$ cat src/design/dcache_geom_pkg.sv
`default_nettype none

package dcache_geom_pkg;

  localparam int XLEN           = 32;
  localparam int WAYS           = 2;
  localparam int SETS           = 16;
  localparam int WORDS_PER_LINE = 4;  // Also the beats in one burst

  // Address split, tag | index | offset
  localparam int OFFSET_BITS   = 4;
  localparam int INDEX_BITS    = 4;
  localparam int TAG_BITS      = 24;
  localparam int BYTE_BITS     = 2;  // Byte within a word
  localparam int WORD_SEL_BITS = 2;  // Word within a line
  localparam int LINE_BITS     = WORDS_PER_LINE * XLEN;

  // Bits 31:28 of cachable space
  localparam logic [3:0] CACHABLE_TOP = 4'h0;

  // Victim LFSR
  localparam int LFSR_BITS = 8;
  localparam logic [LFSR_BITS-1:0] LFSR_SEED = 8'hA5;  // Never zero

  typedef logic [XLEN-1:0]          word_t;
  typedef logic [XLEN/8-1:0]        be_t;
  typedef logic [XLEN-1:0]          addr_t;
  typedef logic [TAG_BITS-1:0]      tag_t;
  typedef logic [INDEX_BITS-1:0]    index_t;
  typedef logic [WORD_SEL_BITS-1:0] word_sel_t;
  typedef logic [LINE_BITS-1:0]     line_t;
  typedef logic [WAYS-1:0]          way_mask_t;  // One-hot

endpackage

`default_nettype wire

$ cat src/design/dcache_bus_pkg.sv
`default_nettype none

package dcache_bus_pkg;

  // One processor request, held by the cache until acked
  typedef struct packed {
    dcache_geom_pkg::addr_t addr;
    logic                   we;
    dcache_geom_pkg::be_t   be;
    dcache_geom_pkg::word_t data;
  } cpu_req_t;

  // One beat on the memory bus, always a full word
  typedef struct packed {
    dcache_geom_pkg::addr_t addr;
    logic                   we;
    dcache_geom_pkg::word_t data;
  } mem_beat_t;

  typedef enum logic [2:0] {
    BURST_NONE,
    BURST_FILL,    // Four reads into the line buffer
    BURST_EVICT,   // Four writes of the victim line
    SINGLE_READ,
    SINGLE_WRITE
  } burst_op_t;

  typedef struct packed {
    burst_op_t              op;
    dcache_geom_pkg::addr_t addr;  // Line aligned for bursts
    dcache_geom_pkg::line_t line;  // Preload of the line buffer
    dcache_geom_pkg::word_t word;  // Single write data
  } burst_cmd_t;

endpackage

`default_nettype wire

$ cat src/design/dcache_ctrl.sv
`timescale 1ns/1ps
`default_nettype none

module dcache_ctrl (
  input  wire                             i_clk,
  input  wire                             i_reset,
  input  wire                             i_wb_stb,
  input  wire dcache_bus_pkg::cpu_req_t   i_wb_req,
  output logic                            o_wb_stall,
  output logic                            o_wb_ack,
  output dcache_geom_pkg::word_t          o_wb_data,
  input  wire dcache_geom_pkg::way_mask_t i_way_hit,
  input  wire                             i_victim_valid,
  input  wire                             i_victim_dirty,
  input  wire dcache_geom_pkg::tag_t      i_victim_tag,
  input  wire dcache_geom_pkg::word_t     i_rd_word,
  output dcache_geom_pkg::index_t         o_index,
  output dcache_geom_pkg::way_mask_t      o_tag_we,
  output logic                            o_tag_dirty,
  output dcache_geom_pkg::way_mask_t      o_data_word_we,
  output dcache_geom_pkg::way_mask_t      o_data_line_we,
  output dcache_geom_pkg::be_t            o_wr_be,
  output dcache_geom_pkg::word_t          o_wr_word,
  output dcache_geom_pkg::line_t          o_fill_line,
  output dcache_geom_pkg::way_mask_t      o_victim_way,
  output logic                            o_burst_start,
  output dcache_bus_pkg::burst_cmd_t      o_burst_cmd,
  input  wire                             i_burst_done,
  input  wire dcache_geom_pkg::line_t     i_fill_line,
  input  wire dcache_geom_pkg::word_t     i_single_word,
  output dcache_geom_pkg::word_t          o_cache_hits,
  output dcache_geom_pkg::word_t          o_cache_misses
);

  typedef enum logic [2:0] {IDLE, LOOKUP, EVICT, FILL, DIRECT, DONE} state_t;

  state_t                                state;
  dcache_bus_pkg::cpu_req_t              req_q;
  dcache_geom_pkg::way_mask_t            victim_q;
  dcache_geom_pkg::word_t                rdata_q;
  logic [dcache_geom_pkg::LFSR_BITS-1:0] lfsr;
  logic                                  replay_q;  // Lookup after a fill
  logic                                  start_q;
  logic                                  hit;
  logic                                  cachable;

  assign hit      = |i_way_hit;
  assign cachable = (i_wb_req.addr[dcache_geom_pkg::XLEN-1 -: 4] == dcache_geom_pkg::CACHABLE_TOP);

  // Free running, so the victim depends on request timing
  always_ff @(posedge i_clk)
  begin
    if (i_reset)
      lfsr <= dcache_geom_pkg::LFSR_SEED;
    else
      lfsr <= {lfsr[dcache_geom_pkg::LFSR_BITS-2:0], lfsr[7] ^ lfsr[5] ^ lfsr[4] ^ lfsr[3]};
  end

  always_ff @(posedge i_clk)
  begin
    if (i_reset)
    begin
      state          <= IDLE;
      start_q        <= 1'b0;
      replay_q       <= 1'b0;
      o_cache_hits   <= '0;
      o_cache_misses <= '0;
    end
    else
    begin
      start_q <= 1'b0;
      case (state)
        IDLE:
          if (i_wb_stb)
          begin
            replay_q <= 1'b0;
            if (cachable)
              state <= LOOKUP;
            else
            begin
              state          <= DIRECT;
              start_q        <= 1'b1;
              o_cache_misses <= o_cache_misses + 1'b1;  // Uncached always misses
            end
          end
        LOOKUP:
        begin
          if (!replay_q && hit)
            o_cache_hits <= o_cache_hits + 1'b1;
          else if (!replay_q)
            o_cache_misses <= o_cache_misses + 1'b1;
          if (hit)
            state <= IDLE;
          else
          begin
            state   <= (i_victim_valid && i_victim_dirty) ? EVICT : FILL;
            start_q <= 1'b1;
          end
        end
        EVICT:
          if (i_burst_done)
          begin
            state   <= FILL;
            start_q <= 1'b1;
          end
        FILL:
          if (i_burst_done)
          begin
            state    <= LOOKUP;
            replay_q <= 1'b1;
          end
        DIRECT:
          if (i_burst_done)
            state <= DONE;
        default: state <= IDLE;  // DONE acks for one cycle
      endcase
    end
  end

  always_ff @(posedge i_clk)
  begin
    if (state == IDLE && i_wb_stb)
    begin
      req_q    <= i_wb_req;
      victim_q <= dcache_geom_pkg::way_mask_t'(1) << lfsr[0];
    end
    if (state == DIRECT && i_burst_done)
      rdata_q <= i_single_word;
  end

  // Store strobes
  always_comb
  begin
    o_tag_we       = '0;
    o_data_word_we = '0;
    o_data_line_we = '0;
    if (state == LOOKUP && hit && req_q.we)
    begin
      o_tag_we       = i_way_hit;  // Sets dirty
      o_data_word_we = i_way_hit;
    end
    if (state == FILL && i_burst_done)
    begin
      o_tag_we       = victim_q;
      o_data_line_we = victim_q;
    end
  end

  // The command address also feeds the tag compare and word offset
  always_comb
  begin
    o_burst_cmd      = '0;
    o_burst_cmd.op   = dcache_bus_pkg::BURST_NONE;
    o_burst_cmd.addr = req_q.addr;
    o_burst_cmd.word = req_q.data;
    case (state)
      EVICT:
      begin
        o_burst_cmd.op   = dcache_bus_pkg::BURST_EVICT;
        o_burst_cmd.addr = {i_victim_tag, o_index, {dcache_geom_pkg::OFFSET_BITS{1'b0}}};
      end
      FILL:
      begin
        o_burst_cmd.op   = dcache_bus_pkg::BURST_FILL;
        o_burst_cmd.addr[dcache_geom_pkg::OFFSET_BITS-1:0] = '0;
      end
      DIRECT:
        o_burst_cmd.op = req_q.we ? dcache_bus_pkg::SINGLE_WRITE : dcache_bus_pkg::SINGLE_READ;
      default: ;
    endcase
  end

  // New request index in IDLE so the stores answer in LOOKUP
  assign o_index = (state == IDLE)
                 ? i_wb_req.addr[dcache_geom_pkg::OFFSET_BITS +: dcache_geom_pkg::INDEX_BITS]
                 : req_q.addr[dcache_geom_pkg::OFFSET_BITS +: dcache_geom_pkg::INDEX_BITS];

  assign o_tag_dirty   = (state == LOOKUP);  // Clean after a fill
  assign o_wr_be       = req_q.be;
  assign o_wr_word     = req_q.data;
  assign o_fill_line   = i_fill_line;
  assign o_victim_way  = victim_q;
  assign o_burst_start = start_q;

  assign o_wb_stall = (state != IDLE);
  assign o_wb_ack   = (state == LOOKUP && hit) || (state == DONE);
  assign o_wb_data  = (state == DONE) ? rdata_q : i_rd_word;

  // The burst unit only finishes work that was started for it
  done_only_when_waiting: assert property (@(posedge i_clk) disable iff (i_reset)
    i_burst_done |-> (state == EVICT || state == FILL || state == DIRECT));

endmodule

`default_nettype wire

$ cat config.mk
export PLATFORM = sky130hd
export DESIGN_NAME = dcache_ctrl
export DESIGN_NICKNAME = d
export VERILOG_FILES = /design/src/design/dcache_geom_pkg.sv /design/src/design/dcache_bus_pkg.sv /design/src/design/dcache_ctrl.sv
export SDC_FILE = /design/constraint.sdc
export NUM_CORES = 1
export LEC_CHECK = 0
export ABC_AREA = 0
export BUFFER_PORTS_ARGS = -buffer_cell sky130_fd_sc_hd__buf_2
export CORE_AREA = 2 2 293 295
export CTS_CLUSTER_DIAMETER = 120
export DETAILED_ROUTE_END_ITERATION = 8
export DIE_AREA = 0 0 295 297
export PLACE_DENSITY = 0.44
export SYNTH_ARGS = -nofsm -noshare
export SYNTH_HDL_FRONTEND = slang
export SYNTH_SLANG_ARGS = --single-unit
$ cat constraint.sdc
create_clock -name i_clk -period 4.37 [get_ports i_clk]
set_clock_uncertainty 0.15 [all_clocks]
set_input_delay 0.2185 -clock i_clk [delete_from_list [all_inputs] [get_ports i_clk]]
set_output_delay 0.2185 -clock i_clk [all_outputs]
set_load 0.02 [all_outputs]
==> flow_summary.yaml <==
drt:
  viasPerCell: 3.015
  drtIter0Drc: 365
  wire_per_inst_um: 13.93
  remaining_drc_errors: 0
  drt-total-wl_mm: 33.09
  drt_first_pass_iters: 5
  dr_total_vias: 7163
  drtAntennaViolNets: 0
placement:
  dp_cells: 2239
  post_dp_cell_area_um2: 11250
  gp_congestion: 0.7688
  numPortBuffers: 379
  dpl.hpwl_mm: 25.56
clocking:
  cts_sinks: 180
  cts-root-buf: "clkbuf_16"
  insertion_delay_ps: 490
  cts_made_buffers: 17
  clkTransAtPathRegs_ps: 70
  clockBufferDepth: 2
  htree_levels: 4
  cts_tree: "built"
finish:
  synthToLayoutAreaGrowth_pct: 29.72
  fin_area_um2: 12880
  fin_nets: 1513
  layout-drive-gt1-share_pct: 40.54
  layout_commonest_cell: "buf_2"
  final_cell_mix: "379 x buf_2, 128 x conb_1, 104 x dlygate4sd3_1"
  stdcell_count: 2376
  fillers: 9528
die:
  die_w_um: 295
  core_um2: 84480
  std_cell_rows: 107
  start_util_pct: 11.75
  ios: 764
  fp.dieH_um: 297
  dieArea_um2: 87620
sta:
  drv_slew: 0
  hold_ws_ps: 138.6
  fin_tns_setup_ps: 0
  rsz0062_at_grt: "no"
  finalSetupViolCount: 0
  timing.final.crit_share_pct: 78.22
  max_freq_mhz: 292.5
  maxSlewHeadroom_pct: 22.90
  hold_viol: 0
  min_period_ps: 3418
  worstMarginPinSlew_ps: 1127
yosys:
  synth_edf_count: 103
  synth_top_cell_area_share_pct: 31.15
  synth_ff_type: "edfxtp_1"
  yosysTopAreaCell: "edfxtp_1"
  synth_area_leaders: "edfxtp_1 31%, buf_4 24%, dfxtp_1 16%"
  synth_cells: 940
  ys_ff_latch: 180
  ys_seq_area_share_pct: 46.68
  syn_avg_cell_area_um2: 10.56
  async_flop_share_pct: 0
  synth.distinct_cells: 46
  mappedNetlistArea_um2: 9928
  yosys_warnings: 0
outcome:
  status: "completed"
critical_path:
  cp_max_fo: 24
  setup.worst_path.start_class: "register"
  reg2reg_from: "state[0]"
  setup.worst_path.end_class: "primary output"
  reg2reg_slack_ps: 1150
  rr_worst_depth: 5
  critical_path_class: "reg2out"
  cp.required_ps: 4000
  cp.arrival_ps: 3050
  regToRegEndpoint: "o_cache_misses[28]"
hold_path:
  hold_path_end: "state[1]"
  holdCritPathClass: "in2reg"
  whs_path_depth: 4
  hold_start: "i_way_hit[0]"
power_and_ir_drop:
  cellPowerDensity_nw_per_um2: 334.8
  ir_worst_vdd_mv: 0.3032
  leakage_uw: 0.005186
flow_run:
  maxCapViolCount: 0
global_route:
  antenna_found_initial: 5
  grt_max_degree: 69
  grt_pass1_vias: 6824
  grt_use_total_pct: 7.201
  grt_overflow: 0
  grt_pass1_wl_mm: 44.95
==> repair_timing <==
action / CTS / global route
hold buffers: 104 / 0
endpoints found under the hold margin: 108 / 0
endpoints found under the setup margin: 0 / 0
gates resized for setup: 0 / 0
setup buffers: 0 / 0
==> registers in the layout, summed over array words and instances (netlist names) <==
signal,cells
o_victim_way,2
o_cache_hits,32
lfsr,8
rdata_q,32
o_wr_be,4
o_wr_word,32
req_q,33
o_cache_misses,32
replay_q,1
o_burst_start,1
state,3
==> report_power, final <==
part | switching, uW | internal (uW) | total [uW]
Combinational | 497 | 280 | 777
Clock | 764 | 812 | 1580
Sequential | 56.4 | 1900 | 1960
Total | 1320 | 2990 | 4310
==> how the worst max path moves through the flow <==
stage | from | endpoint | slack [ps] | depth (start not counted)
after CTS | state[1] | o_burst_cmd[168] | 800 | 4
after detailed placement | state[0] | o_cache_misses[28] | 1110 | 5
after floorplan | state[1] | o_victim_way[0] | 1250 | 3
after global routing | state[1] | o_burst_cmd[185] | 700 | 4
after global placement | state[0] | o_cache_misses[28] | 1310 | 5
final | state[1] | o_burst_cmd[168] | 950 | 4
==> kinds of logic after synthesis <==
group	after synthesis	share of synthesized area (%)
AOI/OAI and AO/OA	46	2.558
xor gates and xnor gates	50	4.411
adders and majority gates	2	0.2520
buffers and inverters	370	26.34
DFF	180	46.68
muxes	61	6.906
other	1	0.03777
and+or+nand+nor	230	12.82
==> critical path, stage by stage (launching register included) <==
cell      delay [ps]
dfxtp_1          650
nand2b_1         440
nor2_4           860
mux2_2           420
buf_2            160
==> routing by layer <==
layer  track usage (%)  share of wire, %
met3             4.528                13
met4             3.984               3.9
met1             7.721                39
met2             10.78                44
met5                 0             0.082
==> synth_stat cells, types with 2 or more instances <==
| cell | number |
|---|---|
| or4b_4 | 2 |
| or2_2 | 5 |
| ha_1 | 2 |
| a21oi_1 | 23 |
| buf_1 | 2 |
| xor2_1 | 30 |
| and2_1 | 12 |
| and4_1 | 5 |
| dfxtp_1 | 77 |
| nor4_1 | 6 |
| o31ai_1 | 2 |
| nor2_1 | 63 |
| buf_2 | 2 |
| clkbuf_1 | 28 |
| o21ai_0 | 10 |
| nand3_1 | 23 |
| buf_4 | 324 |
| o21ai_1 | 5 |
| mux2_2 | 60 |
| nor3_1 | 10 |
| nor2b_1 | 4 |
| or4_1 | 4 |
| nand4_1 | 29 |
| nand2_1 | 23 |
| xnor2_1 | 20 |
| nand2b_1 | 3 |
| or3_1 | 13 |
| edfxtp_1 | 103 |
| inv_1 | 13 |
| nor3_2 | 9 |
| and3_1 | 13 |
==> metrics by stage <==
stage | util (%) | worst slack, ps | total power [uW]
finish | 15.25 | 951.6 | 4311
global route | 15.24 | 704.9 | 4541
CTS | 15.24 | 797.5 | 4428
detailed placement | 13.32 | 1111 | 2703
global placement | 13.32 | 1311 | 2698
floorplan | - | 1250 | 2739
==> final cells by class <==
type	instances	area (um^2)	share of cell area [%]
repair buffers	489	2995	23.26
flip-flops and latches	180	4634	35.99
well taps	1144	1431	11.11
clock buffers	19	475.5	3.692
diodes	1	2.502	0.01943
clock inverters	13	111.4	0.8647
inverters	13	48.80	0.3789
multi-input cells	517	3179	24.69
Power figures use the tool's default switching activity.
