--- src/design/dcache_geom_pkg.sv ---
`default_nettype none

package dcache_geom_pkg;

  localparam int XLEN           = 32;
  localparam int WAYS           = 2;
  localparam int SETS           = 16;
  localparam int WORDS_PER_LINE = 4;  // Also the beats in one burst

  // Address split, tag | index | offset
  localparam int OFFSET_BITS   = 4;
  localparam int INDEX_BITS    = 4;
  localparam int TAG_BITS      = 24;
  localparam int BYTE_BITS     = 2;  // Byte within a word
  localparam int WORD_SEL_BITS = 2;  // Word within a line
  localparam int LINE_BITS     = WORDS_PER_LINE * XLEN;

  // Bits 31:28 of cachable space
  localparam logic [3:0] CACHABLE_TOP = 4'h0;

  // Victim LFSR
  localparam int LFSR_BITS = 8;
  localparam logic [LFSR_BITS-1:0] LFSR_SEED = 8'hA5;  // Never zero

  typedef logic [XLEN-1:0]          word_t;
  typedef logic [XLEN/8-1:0]        be_t;
  typedef logic [XLEN-1:0]          addr_t;
  typedef logic [TAG_BITS-1:0]      tag_t;
  typedef logic [INDEX_BITS-1:0]    index_t;
  typedef logic [WORD_SEL_BITS-1:0] word_sel_t;
  typedef logic [LINE_BITS-1:0]     line_t;
  typedef logic [WAYS-1:0]          way_mask_t;  // One-hot

endpackage

`default_nettype wire

--- src/design/dcache_bus_pkg.sv ---
`default_nettype none

package dcache_bus_pkg;

  // One processor request, held by the cache until acked
  typedef struct packed {
    dcache_geom_pkg::addr_t addr;
    logic                   we;
    dcache_geom_pkg::be_t   be;
    dcache_geom_pkg::word_t data;
  } cpu_req_t;

  // One beat on the memory bus, always a full word
  typedef struct packed {
    dcache_geom_pkg::addr_t addr;
    logic                   we;
    dcache_geom_pkg::word_t data;
  } mem_beat_t;

  typedef enum logic [2:0] {
    BURST_NONE,
    BURST_FILL,    // Four reads into the line buffer
    BURST_EVICT,   // Four writes of the victim line
    SINGLE_READ,
    SINGLE_WRITE
  } burst_op_t;

  typedef struct packed {
    burst_op_t              op;
    dcache_geom_pkg::addr_t addr;  // Line aligned for bursts
    dcache_geom_pkg::line_t line;  // Preload of the line buffer
    dcache_geom_pkg::word_t word;  // Single write data
  } burst_cmd_t;

endpackage

`default_nettype wire

--- src/design/dcache_burst_unit.sv ---
`timescale 1ns/1ps
`default_nettype none

module dcache_burst_unit (
  input  wire                              i_clk,
  input  wire                              i_reset,
  input  wire                              i_start,
  input  wire dcache_bus_pkg::burst_cmd_t  i_cmd,
  input  wire dcache_geom_pkg::line_t      i_victim_line,
  output logic                             o_done,
  output dcache_geom_pkg::line_t           o_line,
  output dcache_geom_pkg::word_t           o_word,
  output logic                             o_mem_stb,
  output dcache_bus_pkg::mem_beat_t        o_mem_beat,
  input  wire                              i_mem_stall,
  input  wire                              i_mem_ack,
  input  wire dcache_geom_pkg::word_t      i_mem_data
);

  dcache_bus_pkg::burst_op_t                op_q;
  dcache_geom_pkg::addr_t                   base_q;
  dcache_geom_pkg::word_t                   word_q;
  dcache_geom_pkg::line_t                   line_q;  // Victim out or fill in
  logic                                     busy_q;
  logic [dcache_geom_pkg::WORD_SEL_BITS:0]  issue_cnt;  // Can reach four
  dcache_geom_pkg::word_sel_t               ack_cnt;
  dcache_geom_pkg::word_sel_t               last_beat;
  logic                                     is_burst;
  logic                                     fill_ack;

  assign is_burst  = (op_q == dcache_bus_pkg::BURST_FILL) || (op_q == dcache_bus_pkg::BURST_EVICT);
  assign last_beat = is_burst ? dcache_geom_pkg::word_sel_t'(dcache_geom_pkg::WORDS_PER_LINE - 1) : '0;
  assign fill_ack  = busy_q && i_mem_ack && (op_q == dcache_bus_pkg::BURST_FILL);

  assign o_mem_stb = busy_q && (issue_cnt <= {1'b0, last_beat});
  assign o_done    = busy_q && i_mem_ack && (ack_cnt == last_beat);
  assign o_word    = i_mem_data;

  // Beat comes from registers only, so it holds under stall
  always_comb
  begin
    o_mem_beat.we   = (op_q == dcache_bus_pkg::BURST_EVICT) || (op_q == dcache_bus_pkg::SINGLE_WRITE);
    o_mem_beat.addr = base_q;
    o_mem_beat.data = word_q;
    if (is_burst)
    begin
      o_mem_beat.addr[dcache_geom_pkg::OFFSET_BITS-1:dcache_geom_pkg::BYTE_BITS] =
        issue_cnt[dcache_geom_pkg::WORD_SEL_BITS-1:0];
      o_mem_beat.data = line_q[issue_cnt[dcache_geom_pkg::WORD_SEL_BITS-1:0] *
                               dcache_geom_pkg::XLEN +: dcache_geom_pkg::XLEN];
    end
  end

  // Last fill word goes straight through with the done pulse
  always_comb
  begin
    o_line = line_q;
    if (fill_ack)
      o_line[ack_cnt * dcache_geom_pkg::XLEN +: dcache_geom_pkg::XLEN] = i_mem_data;
  end

  always_ff @(posedge i_clk)
  begin
    if (i_reset)
    begin
      busy_q    <= 1'b0;
      op_q      <= dcache_bus_pkg::BURST_NONE;
      issue_cnt <= '0;
      ack_cnt   <= '0;
    end
    else if (i_start)
    begin
      busy_q    <= 1'b1;
      op_q      <= i_cmd.op;
      issue_cnt <= '0;
      ack_cnt   <= '0;
    end
    else
    begin
      if (o_mem_stb && !i_mem_stall)
        issue_cnt <= issue_cnt + 1'b1;
      if (busy_q && i_mem_ack)
        ack_cnt <= ack_cnt + 1'b1;  // Acks return in order
      if (o_done)
        busy_q <= 1'b0;
    end
  end

  // A fill overwrites every word, so the victim line is a harmless start value
  always_ff @(posedge i_clk)
  begin
    if (i_start)
    begin
      base_q <= i_cmd.addr;
      word_q <= i_cmd.word;
      line_q <= i_victim_line;
    end
    else if (fill_ack)
      line_q <= o_line;
  end

  beat_held_under_stall: assert property (@(posedge i_clk) disable iff (i_reset)
    (o_mem_stb && i_mem_stall) |=> (o_mem_stb && $stable(o_mem_beat)));

endmodule

`default_nettype wire

--- config.mk ---
export PLATFORM = sky130hd
export DESIGN_NAME = dcache_burst_unit
export DESIGN_NICKNAME = d
export VERILOG_FILES = /design/src/design/dcache_geom_pkg.sv /design/src/design/dcache_bus_pkg.sv /design/src/design/dcache_burst_unit.sv
export SDC_FILE = /design/constraint.sdc
export NUM_CORES = 1
export LEC_CHECK = 0
export BUFFER_PORTS_ARGS = -buffer_cell sky130_fd_sc_hd__buf_2
export CAP_MARGIN = 20
export CORE_AREA = 2 2 226 228
export DETAILED_ROUTE_END_ITERATION = 10
export DIE_AREA = 0 0 228 230
export SLEW_MARGIN = 20
export SYNTH_ARGS = -nofsm -noshare
export SYNTH_HDL_FRONTEND = slang
export SYNTH_SLANG_ARGS = --single-unit
--- constraint.sdc ---
create_clock -name i_clk -period 30.3 [get_ports i_clk]
set_clock_uncertainty 0.1 [all_clocks]
set_input_delay 4.545 -clock i_clk [delete_from_list [all_inputs] [get_ports i_clk]]
set_output_delay 4.545 -clock i_clk [all_outputs]
set_load 0.05 [all_outputs]
==> summary.log, run 1 <==
INFO  setup_path     r2r-start=op_q[0]
INFO  place          place_congestion=0.884
INFO  global_routing grt_antenna_before_repair=4
INFO  run_status     run_status=completed
INFO  timing         grt_setup_unrepaired=false
INFO  route          vias=10,300
INFO  power          max-vdd-ir-drop=0.0000356V
INFO  timing         worst_pin_slew=1140ps
INFO  synthesis      syn_nets=1,448
INFO  synthesis      post_synth_inst_count=1,081
INFO  setup_path     arrival_time_reported_for_the_critical_path_endpoint=6490ps
INFO  global_routing grt_first_pass_wirelength=65,700µm
INFO  setup_path     critical_path_fanout_max=18
INFO  min_path       min-delay-path-class=flop to flop
INFO  floorplan      floorplan.initialDensity=22.9%
INFO  setup_path     crit_path_top_delay_cell=sky130_fd_sc_hd__nor2_4
INFO  setup_path     worstSetupPathType=input pin to output pin
INFO  route          postRouteAntennaNets=0
INFO  synthesis      mappedNetlistArea=11,400µm²
INFO  clocking       cts_tree=built
INFO  floorplan      floorplan.die.width=228µm
INFO  finish         finalNetCount=1,816
INFO  setup_path     max_stage_delay=610ps
INFO  setup_path     regToRegSetupSlack=27,180ps
INFO  timing         hold_viol_final=0
INFO  global_routing pin_count_of_the_biggest_net_entering_global_routing=87
INFO  floorplan      die_area=52,400µm²
INFO  clocking       cts-root-buf=sky130_fd_sc_hd__clkbuf_16
INFO  timing         setup-violations-final=0
INFO  route          detail_route.wl_per_cell=21.6µm
INFO  min_path       hold_path.startpoint=issue_cnt[2]
INFO  global_routing grt_pass1_vias=10,200
INFO  timing         worst_hold_slack=341ps
INFO  floorplan      rows=82
INFO  timing         drv_slew=0
INFO  timing         maximum_achievable_frequency=89.8MHz
INFO  synthesis      ys_seq_area_share=52.0%
INFO  power          power_density=56.2nW/µm²
INFO  place          buffer_ports.inserted=458
INFO  min_path       hold_path_depth=2
INFO  route          drt_pass1_iterations=5
INFO  power          power.static_leakage=6.13nW
INFO  global_routing overflow=0
INFO  synthesis      synth_top_area_share=50.4%
INFO  timing         tns=0ps
INFO  synthesis      yosys_most_used_dff=sky130_fd_sc_hd__edfxtp_1
INFO  synthesis      post_synth_main_area_contributors=sky130_fd_sc_hd__edfxtp_1 (50%), sky130_fd_sc_hd__nand2_1 (7.6%), sky130_fd_sc_hd__mux4_2 (6.3%)
INFO  clocking       cts.htree.levels=1
INFO  route          postRouteWirelength=46,200µm
INFO  synthesis      synth_warnings=0
INFO  timing         period_share=36.8%
INFO  route          vias_per_cell=4.82
INFO  clocking       cts.hold.buffers_added=0
INFO  synthesis      synth_enable_flop_cells=192
INFO  synthesis      synth_area_per_cell=10.6µm²
INFO  setup_path     cp_cell_sequence=buf_2 > nand4b_1 > nor2_4 > buf_4 > nand3_1 > nand2_1 > buf_2
INFO  synthesis      synth_seq_cells=201
INFO  clocking       ctsLongestPathBuffers=3
INFO  clocking       numClockSinks=201
INFO  timing         headroom_to_the_max_slew_limit=24.2%
INFO  finish         layout-drive-gt1-share=42.2%
INFO  place          detailedPlacementHpwl=32,700µm
INFO  min_path       timing.hold.worst_endpoint=issue_cnt[2]
INFO  clocking       cts_post_setup_buffers_inserted=0
INFO  global_routing global_route.usage.total=16.7%
INFO  synthesis      netlist-cell-type-count=39
INFO  route          dr.first_iter.drc_count=844
INFO  setup_path     worst_r2r_endpoint=issue_cnt[0]
INFO  setup_path     r2r_cells=8
INFO  floorplan      fp.dieH=230µm
INFO  clocking       clock_latency_on_the_worst_skew_pair=550ps
INFO  setup_path     setup.worst_path.end_class=output pin
INFO  finish         filler_cell_count=5,234
INFO  clocking       cts.clk_slew.worst_paths=50ps
INFO  clocking       cts.repair.resized=0
INFO  setup_path     crit_required=25,660ps
INFO  timing         shortest_clock_period_the_worst_path_allows_after_layout=11,140ps
INFO  floorplan      core_area=49,900µm²
INFO  synthesis      synthArstFlopShare=0%
INFO  floorplan      ioPinCount=587
INFO  finish         area_growth_syn_to_layout=28.7%
INFO  route          residual_drc_count=0
INFO  setup_path     critPathLaunchType=input pin
INFO  job            drv.max_cap_violation_count=0
INFO  clocking       tritoncts.num_buffers=25
INFO  synthesis      synth_top_area_cell=sky130_fd_sc_hd__edfxtp_1
INFO  setup_path     critPathMostFrequentCell=sky130_fd_sc_hd__buf_2
-- power by group --
group          leakage [nW]  internal (W)  switching (W)  total, W
logic                  3.83     0.0000536       0.000149  0.000203
clock network         0.363      0.000158       0.000126  0.000284
registers              1.94      0.000330      0.0000108  0.000341
-- worst max-delay path: cells and delay by family --
kind / cells / cell delay (ps)
buffers and inverters: 3 / 830
AND/OR/NAND/NOR: 4 / 1090
-- cell usage in the layout, fill, tap and decap left out, types with 2 or more instances in the layout --
cell                          n
sky130_fd_sc_hd__o21ai_0      3
sky130_fd_sc_hd__inv_1       35
sky130_fd_sc_hd__nand4b_1     3
sky130_fd_sc_hd__clkinv_1     7
sky130_fd_sc_hd__dfxtp_1      7
sky130_fd_sc_hd__a31oi_1     96
sky130_fd_sc_hd__nor2_1     105
sky130_fd_sc_hd__mux2_2      58
sky130_fd_sc_hd__diode_2      2
sky130_fd_sc_hd__nand2_1    230
sky130_fd_sc_hd__ha_1         7
sky130_fd_sc_hd__clkbuf_1     4
sky130_fd_sc_hd__buf_2      457
sky130_fd_sc_hd__nand2b_4     2
sky130_fd_sc_hd__nor2_4       4
sky130_fd_sc_hd__xnor2_1      3
sky130_fd_sc_hd__mux2_1       8
sky130_fd_sc_hd__nand3_1     96
sky130_fd_sc_hd__buf_4       20
sky130_fd_sc_hd__clkbuf_16   25
sky130_fd_sc_hd__nor3_1       3
sky130_fd_sc_hd__or2_2        4
sky130_fd_sc_hd__inv_6        2
sky130_fd_sc_hd__mux4_2      32
sky130_fd_sc_hd__mux2i_1     36
sky130_fd_sc_hd__clkinv_2     4
sky130_fd_sc_hd__edfxtp_1   192
sky130_fd_sc_hd__o31ai_1      2
sky130_fd_sc_hd__nor3b_2      2
-- registers in the layout, summed over array words and instances, names as in the netlist --
name / count
issue_cnt: 3
op_q: 3
base_q: 32
busy_q: 1
word_q: 32
line_q: 128
ack_cnt: 2
-- worst max path at each step --
| stage | cells past startpoint | from | slack [ps] | end |
|---|---|---|---|---|
| floorplan | 2 | i_mem_ack | 15360 | line_q[0] |
| global placement | 7 | i_mem_ack | 19110 | o_line[79] |
| detailed placement | 7 | i_mem_ack | 19100 | o_line[79] |
| CTS | 7 | i_mem_ack | 19090 | o_line[79] |
| global route | 7 | i_mem_ack | 19030 | o_line[79] |
| finish | 7 | i_mem_ack | 19160 | o_line[79] |
-- metal layers --
layer / wire (µm) / vias up / GRT usage, %
met4: 1780 / 2 / 6.37
met2: 22400 / 647 / 29.1
met3: 3770 / 104 / 3.39
li1: - / 4577 / -
met5: 13 / - / 0
met1: 18200 / 4985 / 20.4
-- synthesized netlist by cell type (7+ instances only) --
cell / n
sky130_fd_sc_hd__mux2i_1: 36
sky130_fd_sc_hd__nand2_1: 230
sky130_fd_sc_hd__buf_4: 65
sky130_fd_sc_hd__mux2_1: 8
sky130_fd_sc_hd__nand3_1: 96
sky130_fd_sc_hd__mux2_2: 58
sky130_fd_sc_hd__clkbuf_1: 61
sky130_fd_sc_hd__nor2_1: 108
sky130_fd_sc_hd__ha_1: 7
sky130_fd_sc_hd__a31oi_1: 96
sky130_fd_sc_hd__dfxtp_1: 9
sky130_fd_sc_hd__edfxtp_1: 192
sky130_fd_sc_hd__mux4_2: 32
sky130_fd_sc_hd__inv_1: 35
-- final cells by class --
| type | instances | area, µm² | share of cell area [%] |
|---|---|---|---|
| Clock buffer | 29 | 641 | 4.35 |
| Timing Repair Buffer | 477 | 2440 | 16.6 |
| Tap cell | 672 | 841 | 5.71 |
| Inverter | 36 | 143 | 0.969 |
| Clock inverter | 14 | 93.8 | 0.638 |
| Multi-Input combinational cell | 708 | 4600 | 31.3 |
| Sequential cell | 201 | 5950 | 40.4 |
| Antenna cell | 2 | 5.00 | 0.0340 |
-- logic make-up after synthesis --
kind of cell,Yosys count,synth area share [%]
and+or+nand+nor,456,16.9
xor gates and xnor gates,3,0.230
muxes,134,16.0
DFF,201,52.0
AOI/OAI and AO/OA,108,5.99
buffers and inverters,172,8.20
adders and majority gates,7,0.766
-- per-stage QoR --
| step | setup slack [ps] | cells | cell area [µm²] | total power [W] | util (%) |
|---|---|---|---|---|---|
| floorplan | 15360 | 1081 | 11400 | 0.000492 | - |
| global placement | 19110 | 2094 | 14000 | 0.000548 | 28.0 |
| detailed placement | 19100 | 2094 | 14000 | 0.000550 | 28.0 |
| CTS | 19090 | 2137 | 14700 | 0.000835 | 29.5 |
| global route | 19030 | 2138 | 14700 | 0.000854 | 29.5 |
| finish | 19160 | 2139 | 14700 | 0.000828 | 29.5 |
No activity file was read; power rests on OpenSTA's default activity.
==> run 2: changes to the inputs <==
CORE_AREA = 2 2 228 230   (was 2 2 226 228)
DIE_AREA = 0 0 230 232   (was 0 0 228 230)
clock period = 11.5 ns   (was 30.3 ns; I/O delays follow)
==> summary.log, run 2 (synthesis results as in run 1) <==
INFO  power          power.share.clock=35.9%
INFO  clocking       ctsLongestPathBuffers=3
INFO  job            drv.max_cap_violation_count=0
INFO  finish         finalNetCount=1,815
INFO  finish         regMostFlops=line_q
INFO  power          power.share.combinational=23.9%
INFO  route          postRouteAntennaNets=0
INFO  clocking       cts.htree.levels=1
INFO  finish         final_cell_mix=sky130_fd_sc_hd__buf_2 (457), sky130_fd_sc_hd__nand2_1 (230), sky130_fd_sc_hd__edfxtp_1 (192), sky130_fd_sc_hd__nor2_1 (105)
INFO  floorplan      ioPinCount=587
INFO  setup_path     worst_r2r_endpoint=issue_cnt[0]
INFO  setup_path     worst_setup_path_startpoint=i_mem_ack
INFO  global_routing met3_layer_usage_reported_by_global_route=3.78%
INFO  place          place_congestion=0.829
INFO  global_routing grt-busiest-layer=met2
INFO  timing         worst_pin_slew=1080ps
INFO  setup_path     max_stage_delay=570ps
INFO  global_routing pin_count_of_the_biggest_net_entering_global_routing=86
INFO  route          vias_per_cell=4.80
INFO  global_routing overflow=0
INFO  clocking       cts.clk_slew.worst_paths=50ps
INFO  global_routing global_route.usage.total=16.1%
INFO  timing         headroom_to_the_max_slew_limit=27.7%
INFO  power          part_of_the_total_power_dissipated_in_sequential_elements=40.2%
INFO  setup_path     path_delay_family=simple AND/OR/NAND/NOR gates
INFO  timing         drv_slew=0
INFO  setup_path     regToRegSetupSlack=8360ps
INFO  clocking       cts_post_setup_buffers_inserted=0
INFO  floorplan      core_area=50,900µm²
INFO  setup_path     cp_cell_sequence=buf_2 > nand4b_1 > nor2_4 > buf_4 > nand3_1 > nand2_1 > buf_2
INFO  setup_path     crit_path_top_delay_cell=sky130_fd_sc_hd__nor2_4
INFO  global_routing grt_pass1_vias=10,500
INFO  global_routing grt_antenna_before_repair=2
INFO  finish         largest_reg_flops=128
INFO  run_status     run_status=completed
INFO  setup_path     r2r-start=op_q[0]
INFO  timing         worst_hold_slack=363ps
INFO  min_path       timing.hold.worst_endpoint=issue_cnt[2]
INFO  clocking       numClockSinks=201
INFO  timing         period_share=47.6%
INFO  timing         grt_setup_unrepaired=false
INFO  setup_path     arrival_time_reported_for_the_critical_path_endpoint=3650ps
INFO  setup_path     r2r_cells=8
INFO  global_routing grt_first_pass_wirelength=64,500µm
INFO  finish         layout-drive-gt1-share=42.2%
INFO  setup_path     worstSetupPathType=input pin to output pin
INFO  timing         tns=0ps
INFO  global_routing groute.layer.met2.usage=27.9%
INFO  timing         hold_viol_final=0
INFO  clocking       cts.hold.buffers_added=0
INFO  timing         maximum_achievable_frequency=183MHz
INFO  setup_path     critPathMostFrequentCell=sky130_fd_sc_hd__buf_2
INFO  clocking       cts.repair.resized=0
INFO  clocking       cts-root-buf=sky130_fd_sc_hd__clkbuf_16
INFO  place          buffer_ports.inserted=458
INFO  route          vias=10,300
INFO  setup_path     critical_path_fanout_max=17
INFO  power          power_density=151nW/µm²
INFO  route          postRouteWirelength=45,300µm
INFO  floorplan      floorplan.initialDensity=22.5%
INFO  route          residual_drc_count=0
INFO  clocking       tritoncts.num_buffers=26
INFO  clocking       clock_latency_on_the_worst_skew_pair=550ps
INFO  clocking       cts_tree=built
INFO  route          detail_route.wl_per_cell=21.1µm
INFO  setup_path     crit_required=9680ps
INFO  timing         shortest_clock_period_the_worst_path_allows_after_layout=5470ps
INFO  finish         largestRegisters=line_q (128), base_q (32), word_q (32)
INFO  setup_path     setup.worst_path.end_class=output pin
INFO  timing         setup-violations-final=0
INFO  setup_path     critPathLaunchType=input pin
INFO  floorplan      rows=83
INFO  setup_path     crit_buf_inv=3
INFO  floorplan      die_area=53,400µm²
INFO  route          drt_pass1_iterations=6
INFO  power          sw_frac_of_total=33.0%
INFO  place          dpl_cell_area=14,000µm²
INFO  power          pint=0.00150W
INFO  floorplan      floorplan.die.width=230µm
INFO  power          power.static_leakage=6.15nW
INFO  global_routing globalRouteMet1Util=19.3%
INFO  finish         fin_area=14,800µm²
INFO  place          detailedPlacementHpwl=32,200µm
INFO  finish         mostFrequentLayoutCell=sky130_fd_sc_hd__buf_2
INFO  min_path       hold_path.startpoint=issue_cnt[2]
INFO  power          max-vdd-ir-drop=0.000108V
INFO  floorplan      fp.dieH=232µm
INFO  power          switching_power=0.000738W
INFO  route          dr.first_iter.drc_count=760
INFO  min_path       hold_path_depth=2
INFO  min_path       min-delay-path-class=flop to flop
INFO  finish         area_growth_syn_to_layout=29.3%
## run 2: cell types whose count changed in the layout (fill, tap and decap cells not counted), moves of 2 or more
| cell | before | now |
|---|---|---|
| sky130_fd_sc_hd__buf_4 | 20 | 18 |
| sky130_fd_sc_hd__bufinv_16 | 1 | 3 |
| sky130_fd_sc_hd__clkbuf_16 | 25 | 27 |
| sky130_fd_sc_hd__clkinv_1 | 7 | 3 |
| sky130_fd_sc_hd__clkinv_2 | 4 | 2 |
## run 2: cell type report
| class | instances | area, µm² |
|---|---|---|
| Sequential cell | 201 | 5950 |
| Timing Repair Buffer | 475 | 2420 |
| Tap cell | 680 | 851 |
| Clock inverter | 8 | 111 |
| Fill cell | 5327 | 36100 |
| Multi-Input combinational cell | 708 | 4610 |
| Clock buffer | 32 | 694 |
| Antenna cell | 1 | 2.50 |
| Inverter | 36 | 140 |
## run 2: metal layers
metal | vias up | share of wire [%]
li1 | 4578 | -
met1 | 4986 | 39
met2 | 597 | 49
met3 | 112 | 8.4
met4 | 2 | 3.6
met5 | - | 0.018
## run 2: how the worst max path moves through the flow
stage / depth (start not counted) / to / slack, ps
floorplan: 2 / line_q[0] / 3410
global placement: 7 / o_line[92] / 6000
detailed placement: 7 / o_line[117] / 6040
CTS: 7 / o_line[15] / 5850
global route: 8 / o_mem_stb / 5860
finish: 7 / o_line[26] / 6030
## run 2: stage by stage
stage / cells / utilization, % / power [W] / setup slack [ps]
after global placement: 2099 / 27.4 / 0.00144 / 6000
after floorplan: 1081 / - / 0.00129 / 3410
after CTS: 2140 / 29.0 / 0.00226 / 5850
after detailed placement: 2100 / 27.4 / 0.00145 / 6040
after global routing: 2141 / 29.0 / 0.00231 / 5860
final: 2141 / 29.0 / 0.00223 / 6030
## run 2: power groups by stage
stage,registers (W),logic (W),clock network (W)
after detailed placement,0.000913,0.000535,0
after global routing,0.000904,0.000563,0.000845
after CTS,0.000898,0.000537,0.000822
final,0.000898,0.000534,0.000802
after floorplan,0.000902,0.000391,0
after global placement,0.000911,0.000531,0
## run 2: tightest hold or removal path, stage by stage, from the launching register on
cell and delay [ps]:
sky130_fd_sc_hd__dfxtp_1 320, sky130_fd_sc_hd__nand2_1 50, sky130_fd_sc_hd__o31ai_1 60
==> run 3: changes to the inputs <==
ABC_AREA = 1   (was not set)
CORE_AREA = 2 2 227 229   (was 2 2 228 230)
DIE_AREA = 0 0 229 231   (was 0 0 230 232)
clock period = 4.6 ns   (was 11.5 ns; I/O delays follow)
==> summary.log, run 3 <==
INFO  run_status     run_status=completed
INFO  timing         shortest_clock_period_the_worst_path_allows_after_layout=4230ps
INFO  clocking       clock_latency_on_the_worst_skew_pair=550ps
INFO  finish         mostFrequentLayoutCell=sky130_fd_sc_hd__nand2_1
INFO  global_routing global_route.usage.total=19.0%
INFO  synthesis      synth_top_area_share=48.4%
INFO  power          max-vdd-ir-drop=0.000281V
INFO  floorplan      die_area=52,900µm²
INFO  timing         setup-violations-final=0
INFO  synthesis      syn_nets=1,887
INFO  finish         regMostFlops=line_q
INFO  floorplan      fp.dieH=231µm
INFO  synthesis      commonest_cells_in_the_synthesized_netlist=sky130_fd_sc_hd__nand2_1 (455), sky130_fd_sc_hd__nor2_1 (223), sky130_fd_sc_hd__edfxtp_1 (192)
INFO  timing         worst_pin_slew=1060ps
INFO  setup_path     critPathLaunchType=flop
INFO  setup_path     r2r_cells=8
INFO  timing         headroom_to_the_max_slew_limit=29.5%
INFO  synthesis      yosys_most_used_dff=sky130_fd_sc_hd__edfxtp_1
INFO  synthesis      netlist-cell-type-count=25
INFO  clocking       cts.clk_slew.worst_paths=60ps
INFO  setup_path     critical_path_fanout_max=32
INFO  place          dpl_cell_area=14,600µm²
INFO  min_path       hold_path_depth=1
INFO  finish         layout-drive-gt1-share=28.8%
INFO  setup_path     setup.worst_path.end_class=output pin
INFO  timing         tns=0ps
INFO  place          detailedPlacementHpwl=37,100µm
INFO  global_routing grt_first_pass_wirelength=76,300µm
INFO  place          buffer_ports.inserted=458
INFO  synthesis      mappedNetlistArea=11,900µm²
INFO  finish         finalNetCount=2,232
INFO  synthesis      synthMostInstantiatedCell=sky130_fd_sc_hd__nand2_1
INFO  finish         layout.cells.non_filler=2,565
INFO  floorplan      floorplan.initialDensity=23.5%
INFO  route          vias=12,600
INFO  global_routing grt_antenna_before_repair=3
INFO  power          power.static_leakage=6.75nW
INFO  timing         drv_slew=0
INFO  setup_path     r2r-start=ack_cnt[1]
INFO  finish         fin_area=15,500µm²
INFO  clocking       numClockSinks=201
INFO  route          dr.first_iter.drc_count=1,103
INFO  route          postRouteAntennaNets=0
INFO  synthesis      post_synth_main_area_contributors=sky130_fd_sc_hd__edfxtp_1 (48%), sky130_fd_sc_hd__nand2_1 (14%), sky130_fd_sc_hd__nor2_1 (7.0%)
INFO  route          detail_route.wl_per_cell=20.5µm
INFO  finish         largestRegisters=line_q (128), base_q (32), word_q (32)
INFO  clocking       cts.htree.levels=1
INFO  global_routing overflow=0
INFO  synthesis      post_synth_inst_count=1,520
INFO  synthesis      synth_warnings=0
INFO  clocking       cts.hold.buffers_added=0
INFO  floorplan      floorplan.die.width=229µm
INFO  synthesis      synth_seq_cells=201
INFO  timing         hold_viol_final=0
INFO  place          place_congestion=0.871
INFO  min_path       timing.hold.worst_endpoint=word_q[19]
INFO  synthesis      ys_seq_area_share=49.9%
INFO  setup_path     regToRegSetupSlack=1640ps
INFO  clocking       cts.repair.resized=0
INFO  route          residual_drc_count=0
INFO  global_routing pin_count_of_the_biggest_net_entering_global_routing=201
INFO  synthesis      synth_area_per_cell=7.84µm²
INFO  route          vias_per_cell=4.90
INFO  route          postRouteWirelength=52,500µm
INFO  setup_path     worst_r2r_endpoint=line_q[94]
INFO  job            drv.max_cap_violation_count=0
INFO  setup_path     max_stage_delay=730ps
INFO  clocking       cts_tree=built
INFO  setup_path     cp_cell_sequence=inv_1 > ha_2 > nand2_2 > nor2_1 > nand2_1 > o21ai_1 > buf_2
INFO  clocking       cts_post_setup_buffers_inserted=0
INFO  floorplan      core_area=50,700µm²
INFO  timing         grt_setup_unrepaired=false
INFO  finish         area_growth_syn_to_layout=30.0%
INFO  finish         largest_reg_flops=128
INFO  setup_path     crit_path_top_delay_cell=sky130_fd_sc_hd__nand2_2
INFO  setup_path     arrival_time_reported_for_the_critical_path_endpoint=3440ps
INFO  min_path       hold_path.startpoint=i_cmd[19]
INFO  setup_path     crit_required=3810ps
INFO  setup_path     crit_buf_inv=2
INFO  floorplan      rows=83
INFO  route          drt_pass1_iterations=5
INFO  place          dpl_cells=2,517
INFO  min_path       min-delay-path-class=input pin to flop
INFO  timing         period_share=91.9%
INFO  setup_path     path_delay_family=simple AND/OR/NAND/NOR gates
INFO  synthesis      synth_enable_flop_cells=192
INFO  synthesis      synthArstFlopShare=0%
INFO  synthesis      synth_top_area_cell=sky130_fd_sc_hd__edfxtp_1
INFO  clocking       cts-root-buf=sky130_fd_sc_hd__clkbuf_16
INFO  timing         maximum_achievable_frequency=236MHz
INFO  clocking       ctsLongestPathBuffers=3
INFO  finish         final_cell_mix=sky130_fd_sc_hd__nand2_1 (451), sky130_fd_sc_hd__buf_2 (448), sky130_fd_sc_hd__nor2_1 (221), sky130_fd_sc_hd__edfxtp_1 (192), sky130_fd_sc_hd__o21ai_0 (91)
INFO  global_routing grt_pass1_vias=12,000
INFO  setup_path     worstSetupPathType=flop to output pin
INFO  power          power_density=380nW/µm²
INFO  clocking       tritoncts.num_buffers=26
INFO  floorplan      ioPinCount=587
-- run 3: how the worst max path moves through the flow --
stage	start	to	slack (ps)	depth (start not counted)
3_3_place_gp	ack_cnt[1]	o_line[94]	1000	7
4_1_cts	ack_cnt[1]	o_line[94]	390	7
5_1_grt	ack_cnt[1]	o_line[94]	230	7
3_5_place_dp	ack_cnt[1]	o_line[94]	980	7
2_1_floorplan	i_start	line_q[0]	1240	4
6_report	ack_cnt[1]	o_line[94]	370	7
-- run 3: metal layers --
layer  up-vias  wire length (µm)  GRT usage, %
li1       5755                 -             -
met1      5938             21900          25.5
met2       765             24100          30.8
met3        99              5000          3.57
met4         2              1420          6.05
met5         -                11             0
-- run 3: worst reg2reg max path: stages (launching register included) --
cell and delay [ps]:
sky130_fd_sc_hd__dfxtp_1 380, sky130_fd_sc_hd__inv_1 130, sky130_fd_sc_hd__ha_2 690, sky130_fd_sc_hd__nand2_2 730, sky130_fd_sc_hd__nor2_1 280, sky130_fd_sc_hd__nand2_1 80, sky130_fd_sc_hd__o21ai_1 240, sky130_fd_sc_hd__nand2_1 90
sky130_fd_sc_hd__nand2_1 110
-- run 3: cell type report --
| cell class | instances | area [µm²] |
|---|---|---|
| inverters | 86 | 328 |
| clock inverters | 17 | 178 |
| well taps | 680 | 851 |
| multi-input cells | 1065 | 4800 |
| repair buffers | 485 | 2700 |
| flip-flops and latches | 201 | 5950 |
| clock buffers | 30 | 687 |
| diodes | 1 | 2.50 |
| fillers | 5448 | 35200 |
-- run 3: cells by family after synthesis --
| logic type | synth area share, % |
|---|---|
| and+or+nand+nor | 25.0 |
| muxes | 0.0840 |
| AOI/OAI and AO/OA | 14.1 |
| buffers and inverters | 10.2 |
| adders and majority gates | 0.735 |
| DFF | 49.9 |
-- run 3: metrics by stage --
stage / util [%] / worst slack [ps] / power, W / hold WS, ps
after floorplan: - / 1240 / 0.00330 / 327
after global placement: 28.9 / 997 / 0.00379 / 344
after detailed placement: 28.9 / 981 / 0.00380 / 363
after CTS: 30.6 / 386 / 0.00594 / 175
after global routing: 30.6 / 226 / 0.00610 / 177
final: 30.6 / 371 / 0.00589 / 209
-- run 3: where the power goes --
part | total, W | internal, W | switching [W]
clock network | 0.00212 | 0.00128 | 0.000841
logic | 0.00154 | 0.000355 | 0.00118
registers | 0.00223 | 0.00217 | 0.0000567
